### src/common/fpu_pkg.sv
`default_nettype none

package fpu_pkg;

	// codes of the full FPU, only the divide is served by this unit
	typedef enum logic [4:0] {
		FPU_OP_ADD  = 5'd0,
		FPU_OP_SUB  = 5'd1,
		FPU_OP_MUL  = 5'd2,
		FPU_OP_DIV  = 5'd3,
		FPU_OP_SQRT = 5'd4,
		FPU_OP_CMP  = 5'd5,
		FPU_OP_CVT  = 5'd6
	} fpu_op_t;

	typedef logic [2:0] round_mode_t;

	localparam round_mode_t RM_RNE = 3'd0;
	localparam round_mode_t RM_RTZ = 3'd1;
	localparam round_mode_t RM_RDN = 3'd2;
	localparam round_mode_t RM_RUP = 3'd3;
	localparam round_mode_t RM_RMM = 3'd4;

	localparam int FLAG_W  = 5;
	localparam int FLAG_NV = 4;
	localparam int FLAG_DZ = 3;
	localparam int FLAG_OF = 2;
	localparam int FLAG_UF = 1;
	localparam int FLAG_NX = 0;

endpackage

`default_nettype wire

### src/common/fp_format_pkg.sv
`default_nettype none

package fp_format_pkg;

	localparam int MAN_W  = 24;	// mantissa including the hidden bit
	localparam int FRAC_W = 23;
	localparam int BEXP_W = 8;	// exponent field of the word
	localparam int EXP_W  = 10;	// internal exponent, signed
	localparam int BIAS   = 127;

	localparam logic [BEXP_W-1:0] EXP_SPECIAL = 8'hff;	// infinity and NaN
	localparam logic [BEXP_W-1:0] EXP_MAXNORM = 8'hfe;

	localparam logic [31:0] QNAN_CANON = 32'h7fc00000;

	typedef struct packed {
		logic              sgn;
		logic [BEXP_W-1:0] exp;
		logic [FRAC_W-1:0] frac;
	} fp32_fields_t;

	// the unpacker looks at the same word as raw bits and as fields
	typedef union packed {
		logic [31:0]  bits;
		fp32_fields_t f;
	} fp32_word_t;

endpackage

`default_nettype wire

### src/common/fp_operand_if.sv
`timescale 1ns/1ps
`default_nettype none

interface fp_operand_if;

	logic [fp_format_pkg::MAN_W-1:0] man;
	logic [fp_format_pkg::EXP_W-1:0] exp;	// biased, zero extended
	logic                            sgn;
	logic                            zero;
	logic                            inf;
	logic                            snan;
	logic                            qnan;

	modport src (
		output man, exp, sgn, zero, inf, snan, qnan
	);

	modport dst (
		input man, exp, sgn, zero, inf, snan, qnan
	);

endinterface

`default_nettype wire

### src/common/fp_quotient_if.sv
`timescale 1ns/1ps
`default_nettype none

interface fp_quotient_if;

	logic [fp_format_pkg::MAN_W-1:0] man;
	logic [fp_format_pkg::EXP_W-1:0] exp;	// unbiased exponent difference
	logic                            sgn;
	logic                            round_bit;
	logic                            sticky_bit;
	logic                            skip_round;	// word is final, pack as is
	logic                            iv;
	logic                            dz;
	fpu_pkg::round_mode_t            rm;
	logic                            valid;
	logic                            ready;

	modport prod (
		output man, exp, sgn, round_bit, sticky_bit, skip_round, iv, dz, rm, valid,
		input  ready
	);

	modport cons (
		input  man, exp, sgn, round_bit, sticky_bit, skip_round, iv, dz, rm, valid,
		output ready
	);

endinterface

`default_nettype wire

### src/float_unpacker.sv
`timescale 1ns/1ps
`default_nettype none

module float_unpacker (
	input  wire logic [31:0] word,
	fp_operand_if.src        op
);

	localparam int FRAC_W = fp_format_pkg::FRAC_W;
	localparam int EXP_W  = fp_format_pkg::EXP_W;
	localparam int BEXP_W = fp_format_pkg::BEXP_W;

	// magnitude of infinity, anything above it is a NaN
	localparam logic [30:0] INF_MAG = {fp_format_pkg::EXP_SPECIAL, {FRAC_W{1'b0}}};

	fp_format_pkg::fp32_word_t w;

	logic exp_zero;
	logic exp_ones;
	logic nan;

	assign w = word;

	assign exp_zero = w.f.exp == '0;	// subnormals flush to zero here
	assign exp_ones = w.f.exp == fp_format_pkg::EXP_SPECIAL;
	assign nan      = w.bits[30:0] > INF_MAG;

	assign op.sgn  = w.f.sgn;
	assign op.zero = exp_zero;
	assign op.inf  = exp_ones && w.f.frac == '0;
	assign op.qnan = nan && w.bits[FRAC_W-1];	// quiet bit is the top fraction bit
	assign op.snan = nan && !w.bits[FRAC_W-1];

	assign op.exp = exp_zero ? '0 : {{(EXP_W-BEXP_W){1'b0}}, w.f.exp};
	assign op.man = exp_zero ? '0 : {1'b1, w.f.frac};

endmodule

`default_nettype wire

### src/float_divider/float_divider.sv
`timescale 1ns/1ps
`default_nettype none

module float_divider #(
	parameter int ITERS = 13	// two quotient bits per iteration, at least 13
) (
	input  wire logic       clk,
	input  wire logic       reset,
	input  wire logic [4:0] op,
	input  wire logic [2:0] rm,
	fp_operand_if.dst       a,
	fp_operand_if.dst       b,
	input  wire logic       in_valid,
	output logic            in_ready,
	fp_quotient_if.prod     q
);

	localparam int MAN_W  = fp_format_pkg::MAN_W;
	localparam int EXP_W  = fp_format_pkg::EXP_W;
	localparam int FRAC_W = fp_format_pkg::FRAC_W;
	localparam int RES_W  = 2 * ITERS;
	localparam int REM_W  = MAN_W + 3;
	localparam int CNT_W  = $clog2(ITERS);

	localparam logic [MAN_W-1:0] NAN_MAN = {1'b1, fp_format_pkg::QNAN_CANON[FRAC_W-1:0]};
	localparam logic [MAN_W-1:0] INF_MAN = {1'b1, {FRAC_W{1'b0}}};
	localparam logic [EXP_W-1:0] SPC_EXP = EXP_W'(fp_format_pkg::EXP_SPECIAL);

	typedef enum logic {IDLE, CALC} state_t;

	state_t             state;
	logic [CNT_W-1:0]   count;
	logic               valid_q;

	logic [MAN_W-1:0]   div_man;
	logic [RES_W-1:0]   res_q;
	logic [REM_W-1:0]   rem_q;
	logic [EXP_W-1:0]   exp_q;
	logic               sgn_q;
	logic               skip_q;
	logic               iv_q;
	logic               dz_q;
	logic [2:0]         rm_q;

	logic               accept;
	logic               nan_case;
	logic               inf_case;
	logic               zero_case;
	logic               invalid;

	logic [REM_W-1:0]   step [0:2];
	logic [REM_W-1:0]   diff [1:2];
	logic [1:0]         qbits;

	logic               norm_shift;
	logic [RES_W-1:0]   norm;

	assign in_ready = q.ready && state == IDLE && op == fpu_pkg::FPU_OP_DIV;
	assign accept   = in_valid && in_ready;

	assign invalid   = a.snan || b.snan || (a.zero && b.zero) || (a.inf && b.inf);
	assign nan_case  = invalid || a.qnan || b.qnan;
	assign inf_case  = a.inf || b.zero;	// only checked once nan_case is clear
	assign zero_case = a.zero || b.inf;

	always_ff @(posedge clk, posedge reset) begin
		if (reset) begin
			state   <= IDLE;
			count   <= '0;
			valid_q <= 1'b0;
		end else if (accept) begin
			count <= '0;
			if (nan_case || inf_case || zero_case) begin
				valid_q <= 1'b1;	// settled on the accepting edge
				state   <= IDLE;
			end else begin
				valid_q <= 1'b0;
				state   <= CALC;
			end
		end else if (state == CALC) begin
			if (count == CNT_W'(ITERS - 1)) begin
				valid_q <= 1'b1;
				state   <= IDLE;
			end else begin
				count <= count + 1'b1;
			end
		end else if (valid_q && q.ready) begin
			valid_q <= 1'b0;
		end
	end

	always_ff @(posedge clk) begin
		if (accept) begin
			div_man <= b.man;
			res_q   <= '0;
			rem_q   <= {1'b0, a.man, 2'b00};
			exp_q   <= a.exp - b.exp;
			sgn_q   <= a.sgn ^ b.sgn;
			skip_q  <= 1'b0;
			iv_q    <= 1'b0;
			dz_q    <= 1'b0;
			rm_q    <= rm;
			if (nan_case) begin
				res_q  <= {NAN_MAN, {(RES_W-MAN_W){1'b0}}};
				rem_q  <= '0;
				exp_q  <= SPC_EXP;
				sgn_q  <= fp_format_pkg::QNAN_CANON[31];
				skip_q <= 1'b1;
				iv_q   <= invalid;
			end else if (inf_case) begin
				res_q  <= {INF_MAN, {(RES_W-MAN_W){1'b0}}};
				rem_q  <= '0;
				exp_q  <= SPC_EXP;
				skip_q <= 1'b1;
				dz_q   <= b.zero && !a.inf;	// inf/0 is exact
			end else if (zero_case) begin
				res_q  <= '0;
				rem_q  <= '0;
				exp_q  <= '0;
				skip_q <= 1'b1;
			end
		end else if (state == CALC) begin
			res_q <= {res_q[RES_W-3:0], qbits};
			rem_q <= step[2];
		end
	end

	// two restoring subtract steps per cycle against the divisor
	always_comb begin
		step[0] = rem_q;
		for (int i = 1; i <= 2; i++) begin
			diff[i]     = step[i-1] - {1'b0, div_man, 2'b00};
			qbits[2-i]  = !diff[i][REM_W-1];
			step[i]     = (diff[i][REM_W-1] ? step[i-1] : diff[i]) << 1;
		end
	end

	assign norm_shift = !res_q[RES_W-1] && !skip_q;	// quotient below one
	assign norm       = norm_shift ? {res_q[RES_W-2:0], 1'b0} : res_q;

	assign q.man        = norm[RES_W-1 -: MAN_W];
	assign q.round_bit  = norm[RES_W-MAN_W-1];
	assign q.sticky_bit = |norm[RES_W-MAN_W-2:0] || |rem_q;
	assign q.exp        = exp_q - {{(EXP_W-1){1'b0}}, norm_shift};
	assign q.sgn        = sgn_q;
	assign q.skip_round = skip_q;
	assign q.iv         = iv_q;
	assign q.dz         = dz_q;
	assign q.rm         = rm_q;
	assign q.valid      = valid_q;

endmodule

`default_nettype wire

### src/float_rounder.sv
`timescale 1ns/1ps
`default_nettype none

module float_rounder (
	input  wire logic   clk,
	input  wire logic   reset,
	fp_quotient_if.cons q,
	output logic        out_valid,
	input  wire logic   out_ready,
	output logic [31:0] result,
	output logic [4:0]  flags
);

	localparam int MAN_W  = fp_format_pkg::MAN_W;
	localparam int EXP_W  = fp_format_pkg::EXP_W;
	localparam int FRAC_W = fp_format_pkg::FRAC_W;
	localparam int BEXP_W = fp_format_pkg::BEXP_W;

	localparam logic signed [EXP_W-1:0] EXP_OVF =
		{{(EXP_W-BEXP_W){1'b0}}, fp_format_pkg::EXP_SPECIAL};

	logic signed [EXP_W-1:0]         exp_biased;
	logic signed [EXP_W-1:0]         exp_rnd;
	logic                            inexact;
	logic                            inc;
	logic [MAN_W:0]                  man_rnd;
	logic                            to_max;
	logic [31:0]                     result_d;
	logic [fpu_pkg::FLAG_W-1:0]      flags_d;
	logic                            take;

	assign q.ready = !out_valid || out_ready;	// one entry, may empty and refill at once
	assign take    = q.valid && q.ready;

	assign exp_biased = $signed(q.exp) + EXP_W'(fp_format_pkg::BIAS);
	assign inexact    = q.round_bit || q.sticky_bit;

	always_comb begin
		case (q.rm)
			fpu_pkg::RM_RTZ: inc = 1'b0;
			fpu_pkg::RM_RDN: inc = q.sgn && inexact;
			fpu_pkg::RM_RUP: inc = !q.sgn && inexact;
			fpu_pkg::RM_RMM: inc = q.round_bit;
			fpu_pkg::RM_RNE: inc = q.round_bit && (q.sticky_bit || q.man[0]);
			default:         inc = q.round_bit && (q.sticky_bit || q.man[0]);	// treated as RNE
		endcase
	end

	assign man_rnd = {1'b0, q.man} + {{MAN_W{1'b0}}, inc};
	assign exp_rnd = exp_biased + {{(EXP_W-1){1'b0}}, man_rnd[MAN_W]};	// carry out of rounding

	// overflow stops at the largest finite value when rounding goes toward zero
	assign to_max = q.rm == fpu_pkg::RM_RTZ ||
	                (q.rm == fpu_pkg::RM_RDN && !q.sgn) ||
	                (q.rm == fpu_pkg::RM_RUP && q.sgn);

	always_comb begin
		flags_d = '0;
		flags_d[fpu_pkg::FLAG_NV] = q.iv;
		flags_d[fpu_pkg::FLAG_DZ] = q.dz;
		if (q.skip_round) begin
			result_d = {q.sgn, q.exp[BEXP_W-1:0], q.man[FRAC_W-1:0]};
		end else if (exp_rnd >= EXP_OVF) begin
			flags_d[fpu_pkg::FLAG_OF] = 1'b1;
			flags_d[fpu_pkg::FLAG_NX] = 1'b1;
			if (to_max)
				result_d = {q.sgn, fp_format_pkg::EXP_MAXNORM, {FRAC_W{1'b1}}};
			else
				result_d = {q.sgn, fp_format_pkg::EXP_SPECIAL, {FRAC_W{1'b0}}};
		end else if (exp_rnd <= 0) begin
			flags_d[fpu_pkg::FLAG_UF] = 1'b1;
			flags_d[fpu_pkg::FLAG_NX] = 1'b1;
			result_d = {q.sgn, {(31){1'b0}}};	// no subnormal results
		end else begin
			flags_d[fpu_pkg::FLAG_NX] = inexact;
			result_d = {q.sgn, exp_rnd[BEXP_W-1:0], man_rnd[FRAC_W-1:0]};
		end
	end

	always_ff @(posedge clk, posedge reset) begin
		if (reset) begin
			out_valid <= 1'b0;
			flags     <= '0;
		end else if (take) begin
			out_valid <= 1'b1;
			flags     <= flags_d;
		end else if (out_ready) begin
			out_valid <= 1'b0;
		end
	end

	always_ff @(posedge clk) begin
		if (take)
			result <= result_d;
	end

endmodule

`default_nettype wire

### src/float_div_unit.sv
`timescale 1ns/1ps
`default_nettype none

module float_div_unit #(
	parameter int DIV_ITERS = 13
) (
	input  wire logic        clk,
	input  wire logic        reset,

	input  wire logic        in_valid,
	output logic             in_ready,
	input  wire logic [4:0]  op,
	input  wire logic [2:0]  rm,
	input  wire logic [31:0] a,
	input  wire logic [31:0] b,

	output logic             out_valid,
	input  wire logic        out_ready,
	output logic [31:0]      result,
	output logic [4:0]       flags
);

	fp_operand_if  opa ();
	fp_operand_if  opb ();
	fp_quotient_if quo ();

	float_unpacker unpack_a (
		.word (a),
		.op   (opa)
	);

	float_unpacker unpack_b (
		.word (b),
		.op   (opb)
	);

	float_divider #(
		.ITERS (DIV_ITERS)
	) divider (
		.clk      (clk),
		.reset    (reset),
		.op       (op),
		.rm       (rm),
		.a        (opa),
		.b        (opb),
		.in_valid (in_valid),
		.in_ready (in_ready),
		.q        (quo)
	);

	float_rounder rounder (
		.clk       (clk),
		.reset     (reset),
		.q         (quo),
		.out_valid (out_valid),
		.out_ready (out_ready),
		.result    (result),
		.flags     (flags)
	);

endmodule

`default_nettype wire

### config.mk
export PLATFORM = sky130hd
export DESIGN_NAME = float_div_unit
export DESIGN_NICKNAME = d
export VERILOG_FILES = /design/src/common/fpu_pkg.sv /design/src/common/fp_format_pkg.sv /design/src/common/fp_operand_if.sv /design/src/common/fp_quotient_if.sv /design/src/float_unpacker.sv /design/src/float_divider/float_divider.sv /design/src/float_rounder.sv /design/src/float_div_unit.sv
export SDC_FILE = /design/constraint.sdc
export NUM_CORES = 1
export LEC_CHECK = 0
export ABC_AREA = 1
export BUFFER_PORTS_ARGS = -buffer_cell sky130_fd_sc_hd__buf_2
export CAP_MARGIN = 30
export CORE_AREA = 3 3 142 144
export CTS_CLUSTER_SIZE = 12
export DETAILED_ROUTE_END_ITERATION = 8
export DIE_AREA = 0 0 145 147
export HOLD_SLACK_MARGIN = 0.12
export PLACE_DENSITY = 0.81
export SYNTH_ARGS = -nofsm -noshare
export SYNTH_HDL_FRONTEND = slang
export SYNTH_SLANG_ARGS = --single-unit
### constraint.sdc
create_clock -name clk -period 4.81 [get_ports clk]
set_clock_uncertainty 0.05 [all_clocks]
set_input_delay 0.962 -clock clk [delete_from_list [all_inputs] [get_ports clk]]
set_output_delay 0.962 -clock clk [all_outputs]
set_load 0.02 [all_outputs]
==> results of run 1 <==
-- final timing paths --
check	start	cells past startpoint	endpoint
max in group asynchronous	reset	2	rounder.flags[0]
worst min-delay path	divider.q.dz	2	rounder.flags[3]
worst max register to register	divider.rem_q[9]	32	rounder.result[23]
min in group asynchronous	reset	2	rounder.flags[3]
worst min register to register	divider.q.dz	2	rounder.flags[3]
worst max-delay path	divider.rem_q[9]	32	rounder.result[23]
-- worst max-delay path: cells and delay by family (launching register included) --
kind | cells | cell delay, ps
buf+inv | 3 | 360
fa+ha+maj | 4 | 700
compound gates | 2 | 250
flops | 1 | 460
simple gates | 23 | 2590
-- synthesized netlist by cell type, drive strengths merged (6+ instances only) --
cell	n	area share, %
nand2	472	16
o21bai	9	0.59
or2	6	0.33
nand4	34	2.0
nor3	29	1.4
clkbuf	20	0.65
inv	237	7.8
a21oi	66	3.0
xnor2	23	1.8
nand3b	7	0.46
nor2	200	6.8
buf	23	1.5
nand3	169	7.9
o21ai	80	3.6
edfxtp	123	32
dfrtp	12	2.6
nor4	12	0.65
xor2	31	2.4
ha	64	7.0
-- kinds of logic (layout without fill, tap and decap cells) --
group                    after synthesis  in the layout  synth area share, %
AND/OR/NAND/NOR                      933            933                 35.4
adder cells (fa/ha/maj)               67             67                 7.50
XOR/XNOR                              54             54                 4.12
AO/OA/AOI/OAI                        172            172                 8.30
flip-flops                           135            135                 34.8
buffers and inverters                280            423                 9.89
-- final cells by class --
class                           count  area share, %
Multi-Input combinational cell   1226           49.3
Sequential cell                   135           30.1
Timing Repair Buffer              154           7.24
Inverter                          237           6.75
Clock buffer                       18           3.23
Tap cell                          260           2.45
Clock inverter                     14          0.979
-- metrics by stage --
step / total power [mW] / TNS [ps]
6_report: 4.23 / 0
2_1_floorplan: 2.49 / 0
3_3_place_gp: 2.91 / 0
3_5_place_dp: 2.93 / -385
5_1_grt: 4.45 / -2440
4_1_cts: 4.18 / 0
-- sequential cells by signal, indices dropped and copies added, names as in the netlist, 3 cells and up --
register / count
divider.rem_q: 25
divider.div_man: 24
divider.exp_q: 9
divider.res_q: 26
rounder.result: 32
rounder.flags: 5
divider.q.rm: 3
divider.count: 4
-- power groups by stage --
stage / combinational, mW / clock, mW / sequential (mW)
after floorplan: 0.812 / 0 / 1.68
after global placement: 1.33 / 0 / 1.58
after detailed placement: 1.35 / 0 / 1.58
after CTS: 1.35 / 1.26 / 1.56
after global routing: 1.57 / 1.31 / 1.58
final: 1.42 / 1.24 / 1.56
-- routing by layer --
| layer | share of wire [%] | track usage [%] |
|---|---|---|
| met1 | 45 | 44.3 |
| met2 | 43 | 45.4 |
| met3 | 9.8 | 5.92 |
| met4 | 2.5 | 8.98 |
| met5 | 0 | 0 |
-- what timing repair did --
item,CTS,global route
hold endpoints to repair,0,0
setup buffers,0,13
gates resized for setup,2,60
endpoints found under the setup margin,23,58
cloned,0,1
pin swaps,0,28
==> flow_summary_export.csv, run 1 <==
group,metric,value,unit
status,run_status,"finished, final reports clean",
global_route,grt-ovfl-total,0,
global_route,number_of_global_route_vias_before_repair,10200,
pwr,internal_portion_of_total_power,2.66,mW
critical_path,reg2reg_slack,130,ps
critical_path,critical_path_required,4940,ps
detailed_routing,routed_wirelength,32.9,mm
sta,max-slew-margin-rel,51.3,%
detailed_routing,drtPass1Iterations,5,
pwr,net_switching_component_of_the_power,1.57,mW
finish,finish.net_count,1914,
synthesis,synth_area,11500,µm²
synthesis,syn-num-nets,1784,
synthesis,post_synth_arst_share,8.89,%
placement,io_buffers,114,
placement,hpwl,25.9,mm
cts,clkLatencyLatePin,430,ps
pwr,clock_power_share,29.4,%
critical_path,critPathMaxFanout,6,
finish,antenna_cells,0,
critical_path,cp_slowest_stage_delay,460,ps
cts,cts_made_buffers,17,
finish,area.growth.synth_to_final,15.8,%
pwr,comb_power_share,33.6,%
finish,final_layout_size_suffix_gt1_share,15.1,%
cts,clock_tree_from_tritoncts,"done",
critical_path,critical_path.endpoint_type,"register",
finish,postLayoutCoreUtil,70.6,%
cts,clk_transition_reported_paths,60,ps
sta,peak_clock_frequency_supported_by_timing,214,MHz
cts,max-clock-path-buffers,2,
global_route,antenna_found_initial,0,
die,core.rowCount,50,
pwr,netSwitchingFraction,37.1,%
sta,slew_violations,0,
detailed_routing,routed_vias,11300,
synthesis,synth.lib_cells_used.distinct,48,
placement,place.detailed.instances,1997,
synthesis,number_of_synthesized_flops_with_an_enable_pin,123,
sta,layout_worst_path_cycle_share,97.3,%
die,die_width,145,µm
finish,layout.area.seq,3990,µm²
pwr,static_power_due_to_leakage,6.44,nW
placement,gp_congestion,1.07,
finish,final_cell_mix,"nand2_1, inv_1, nor2_1",
critical_path,critical-path-top-cell-by-count,"nand3_1",
global_route,grt_pass1_wl,51.9,mm
sta,worst_margin_pin_slew,731,ps
sta,finalHoldViolCount,0,
global_route,pin_count_of_the_biggest_net_entering_global_routing,76,
finish,post-route-cell-area,13300,µm²
critical_path,timing.critical_path.from_type,"register",
detailed_routing,detail_route.drc_violations,0,
cts,htree_num_levels,4,
placement,post_dp_cell_area,12400,µm²
placement,preCtsSetupSlack,-38.9,ps
synthesis,postSynthCellCount,1641,
synthesis,synth_top_flop_cell,"edfxtp_1",
die,die_h,147,µm
synthesis,yosysWarnings,0,
finish,final_cells,2044,
synthesis,synth_sequential_area_ratio,34.8,%
sta,final-setup-viol-count,0,
synthesis,postSynthRegisterBits,135,
die,floorplan.initialDensity,60.9,%
cts,clock_root_buffer,"clkbuf_16",
detailed_routing,avgRoutedWirePerCell,16.1,µm
detailed_routing,drtIter0Drc,1199,
detailed_routing,route.antenna.remaining_nets,0,
sta,post-route-worst-setup-slack,128,ps
die,ioPinCount,115,
synthesis,synthesis.area_per_instance,6.99,µm²
die,core_region_area,18800,µm²
worst_hold_path,min-delay-path-class,"reg2reg",
finish,area_used_by_multi_input_combinational_logic,6550,µm²
cts,cts_hold_buf,0,
critical_path,setup_cp_type,"reg2reg",
detailed_routing,route.detailed.vias_per_inst,5.54,
finish,final.fill_count,1552,
pwr,share_seq_of_total_power,37.0,%
cts,clock_sinks,135,
die,die-area,21300,µm²
critical_path,crit_slowest_cell,"edfxtp_1",
finish,final_common_cell,"nand2_1",
global_route,grt_usage,30.1,%
sta,final_critical_path_required_period,4680,ps
pwr,max-vdd-ir-drop,0.276,mV
critical_path,worst_path_arrival,4810,ps
run,maxCapViolations,0,
pwr,power_density,318,nW/µm²
sta,hold_ws,397,ps
Power figures use the tool's default switching activity.
==> run 2: changes to the inputs <==
- ABC_AREA: 1 -> unset
- CORE_AREA: 3 3 142 144 -> 3 3 138 140
- DIE_AREA: 0 0 145 147 -> 0 0 141 143
- PLACE_DENSITY: 0.81 -> unset
- PLACE_DENSITY_LB_ADDON: unset -> 0.08
==> flow_summary_export.csv, run 2 <==
group,metric,value,unit
critical_path,crit_slowest_cell,"or4_1",
detailed_routing,avgRoutedWirePerCell,19.8,µm
detailed_routing,drtIter0Drc,1090,
status,run_status,"complete, but fails checks",
cts,clock_sinks,135,
synthesis,syn-num-nets,1302,
die,die_h,143,µm
finish,max_flop_register,"rounder.result",
pwr,total_power,14.6,mW
die,core_region_area,18000,µm²
die,die-area,20200,µm²
global_route,antenna_found_initial,0,
die,floorplan.initialDensity,60.2,%
placement,post_dp_cell_area,13300,µm²
detailed_routing,routed_wirelength,34.5,mm
finish,final.fill_count,1004,
finish,antenna_cells,0,
critical_path,path_buf_inv,2,
sta,max-slew-margin-rel,43.4,%
critical_path,critical_path_required,4940,ps
sta,final_critical_path_required_period,5470,ps
sta,layout_worst_path_cycle_share,114,%
detailed_routing,route.detailed.vias_per_inst,6.23,
cts,clk_transition_reported_paths,70,ps
finish,postLayoutCoreUtil,83.1,%
finish,final_layout_size_suffix_gt1_share,36.7,%
detailed_routing,detail_route.drc_violations,0,
critical_path,critPathMaxFanout,7,
die,die_width,141,µm
synthesis,postSynthCellCount,1159,
finish,layout.area.seq,3990,µm²
sta,grt_setup_unrepaired,"yes",
finish,largest_reg_flops,32,
pwr,max-vdd-ir-drop,1.12,mV
global_route,grt.met2_usage,58.4,%
finish,finish.net_count,1638,
cts,cts_made_buffers,17,
critical_path,reg2reg_slack,-660,ps
detailed_routing,route.antenna.remaining_nets,0,
die,ioPinCount,115,
placement,io_buffers,114,
global_route,grt-ovfl-total,0,
detailed_routing,drtPass1Iterations,5,
critical_path,critical-path-top-cell-by-count,"and3_4",
synthesis,synth_most_common_cell,"edfxtp_1",
synthesis,postSynthRegisterBits,135,
critical_path,cp_slowest_stage_delay,530,ps
sta,fin_tns_setup,-29970,ps
critical_path,critical_path.top_delay_family,"simple AND/OR/NAND/NOR gates",
synthesis,synth.lib_cells_used.distinct,90,
synthesis,yosysTopAreaCellShare,34.2,%
synthesis,number_of_synthesized_flops_with_an_enable_pin,123,
synthesis,synth_top_cell_by_area,"edfxtp_1",
finish,post-route-cell-area,14900,µm²
global_route,grt_busiest_layer,"met2",
status,violations,"negative setup slack",
finish,area.growth.synth_to_final,38.1,%
sta,finalHoldViolCount,0,
synthesis,synth_top_flop_cell,"edfxtp_1",
synthesis,synth_common_cells,"edfxtp_1, nand2_1, a21oi_1",
critical_path,timing.critical_path.from_type,"register",
global_route,pin_count_of_the_biggest_net_entering_global_routing,70,
critical_path,setup_cp_type,"reg2reg",
critical_path,worst_path_arrival,5600,ps
global_route,met1_usage,40.4,%
worst_hold_path,min-delay-path-class,"reg2reg",
sta,post-route-worst-setup-slack,-661,ps
run,maxCapViolations,0,
placement,place.detailed.instances,1659,
detailed_routing,routed_vias,10800,
critical_path,critical_path.endpoint_type,"register",
global_route,grt_pass1_wl,53.1,mm
cts,max-clock-path-buffers,2,
cts,clock_root_buffer,"clkbuf_16",
sta,worst_margin_pin_slew,842,ps
sta,slew_violations,0,
global_route,number_of_global_route_vias_before_repair,10600,
synthesis,synthesis.area_per_instance,9.33,µm²
synthesis,post_synth_arst_share,8.89,%
finish,final_cell_mix,"buf_4, edfxtp_1, buf_2",
synthesis,synth_area,10800,µm²
synthesis,yosysWarnings,0,
placement,hpwl,23.0,mm
global_route,grt_usage,33.0,%
global_route,grt_use_met3,4.66,%
finish,final_common_cell,"buf_4",
finish,area_used_by_multi_input_combinational_logic,7050,µm²
pwr,power_density,981,nW/µm²
cts,clock_tree_from_tritoncts,"done",
cts,htree_num_levels,4,
cts,clkLatencyLatePin,430,ps
synthesis,synth_sequential_area_ratio,36.9,%
die,core.rowCount,49,
finish,reg.largest.list,"rounder.result: 32 flops, divider.res_q: 26 flops, divider.rem_q: 25 flops",
synthesis,netlist_top_cells_area,"edfxtp_1, ha_1, xnor2_1, nand2_1, a21oi_1",
placement,gp_congestion,0.944,
sta,final-setup-viol-count,59,
sta,peak_clock_frequency_supported_by_timing,183,MHz
pwr,static_power_due_to_leakage,6.29,nW
finish,final_cells,1737,
## run 2: routing by layer
layer | part of all wire (%) | up-vias
met5 | 0 | -
met4 | 3.9 | 0
met3 | 7.2 | 121
met2 | 50 | 616
met1 | 39 | 5099
li1 | - | 4981
## run 2: worst paths after layout
check	start	endpoint	cells after the start
worst min register to register	rounder.flags[2]	rounder.flags[2]	2
worst min-delay path	rounder.flags[2]	rounder.flags[2]	2
max in group asynchronous	reset	divider.count[3]	2
worst max register to register	divider.q.skip_round	rounder.result[6]	25
min in group asynchronous	reset	rounder.flags[2]	2
worst max-delay path	divider.q.skip_round	rounder.result[6]	25
## run 2: cell type report
type | instances | area share, %
clock buffers | 18 | 2.87
flip-flops and latches | 135 | 26.8
clock inverters | 14 | 1.30
inverters | 65 | 1.67
well taps | 229 | 1.92
multi-input cells | 902 | 47.2
repair buffers | 374 | 18.3
## run 2: worst min-delay path, delay by kind of cell, from the launching register on
| family | cells | cell delay, ps |
|---|---|---|
| DFF | 1 | 340 |
| and+or+nand+nor | 1 | 70 |
| AOI/OAI and AO/OA | 1 | 50 |
## run 2: cells by family after synthesis
| group | count (synthesis) | share of synthesized area (%) |
|---|---|---|
| AND/OR/NAND/NOR | 383 | 18.6 |
| AO/OA/AOI/OAI | 316 | 19.7 |
| flip-flops | 135 | 36.9 |
| buffers and inverters | 125 | 4.76 |
| XOR/XNOR | 84 | 7.12 |
| adder cells (fa/ha/maj) | 67 | 7.96 |
| multiplexers | 49 | 4.88 |
## run 2: metrics by stage
step                      worst slack (ps)  hold slack (ps)
after floorplan                       -909              405
after global placement                -806              410
after detailed placement              -824              422
after CTS                             -500              433
after global routing                  -847              452
final                                 -661              447
## run 2: power breakdown
group	switching [mW]	leakage (nW)	internal, mW
Sequential	0.332	1.28	2.00
Clock	0.541	0.301	0.872
Combinational	5.22	4.72	5.69
## run 2: repair_timing
item / in CTS / in global routing
buffers inserted: 27 / 21
setup endpoints to repair: 59 / 59
gates resized for setup: 77 / 48
hold buffers: 0 / 0
cloned: 6 / 0
pin swaps: 43 / 41
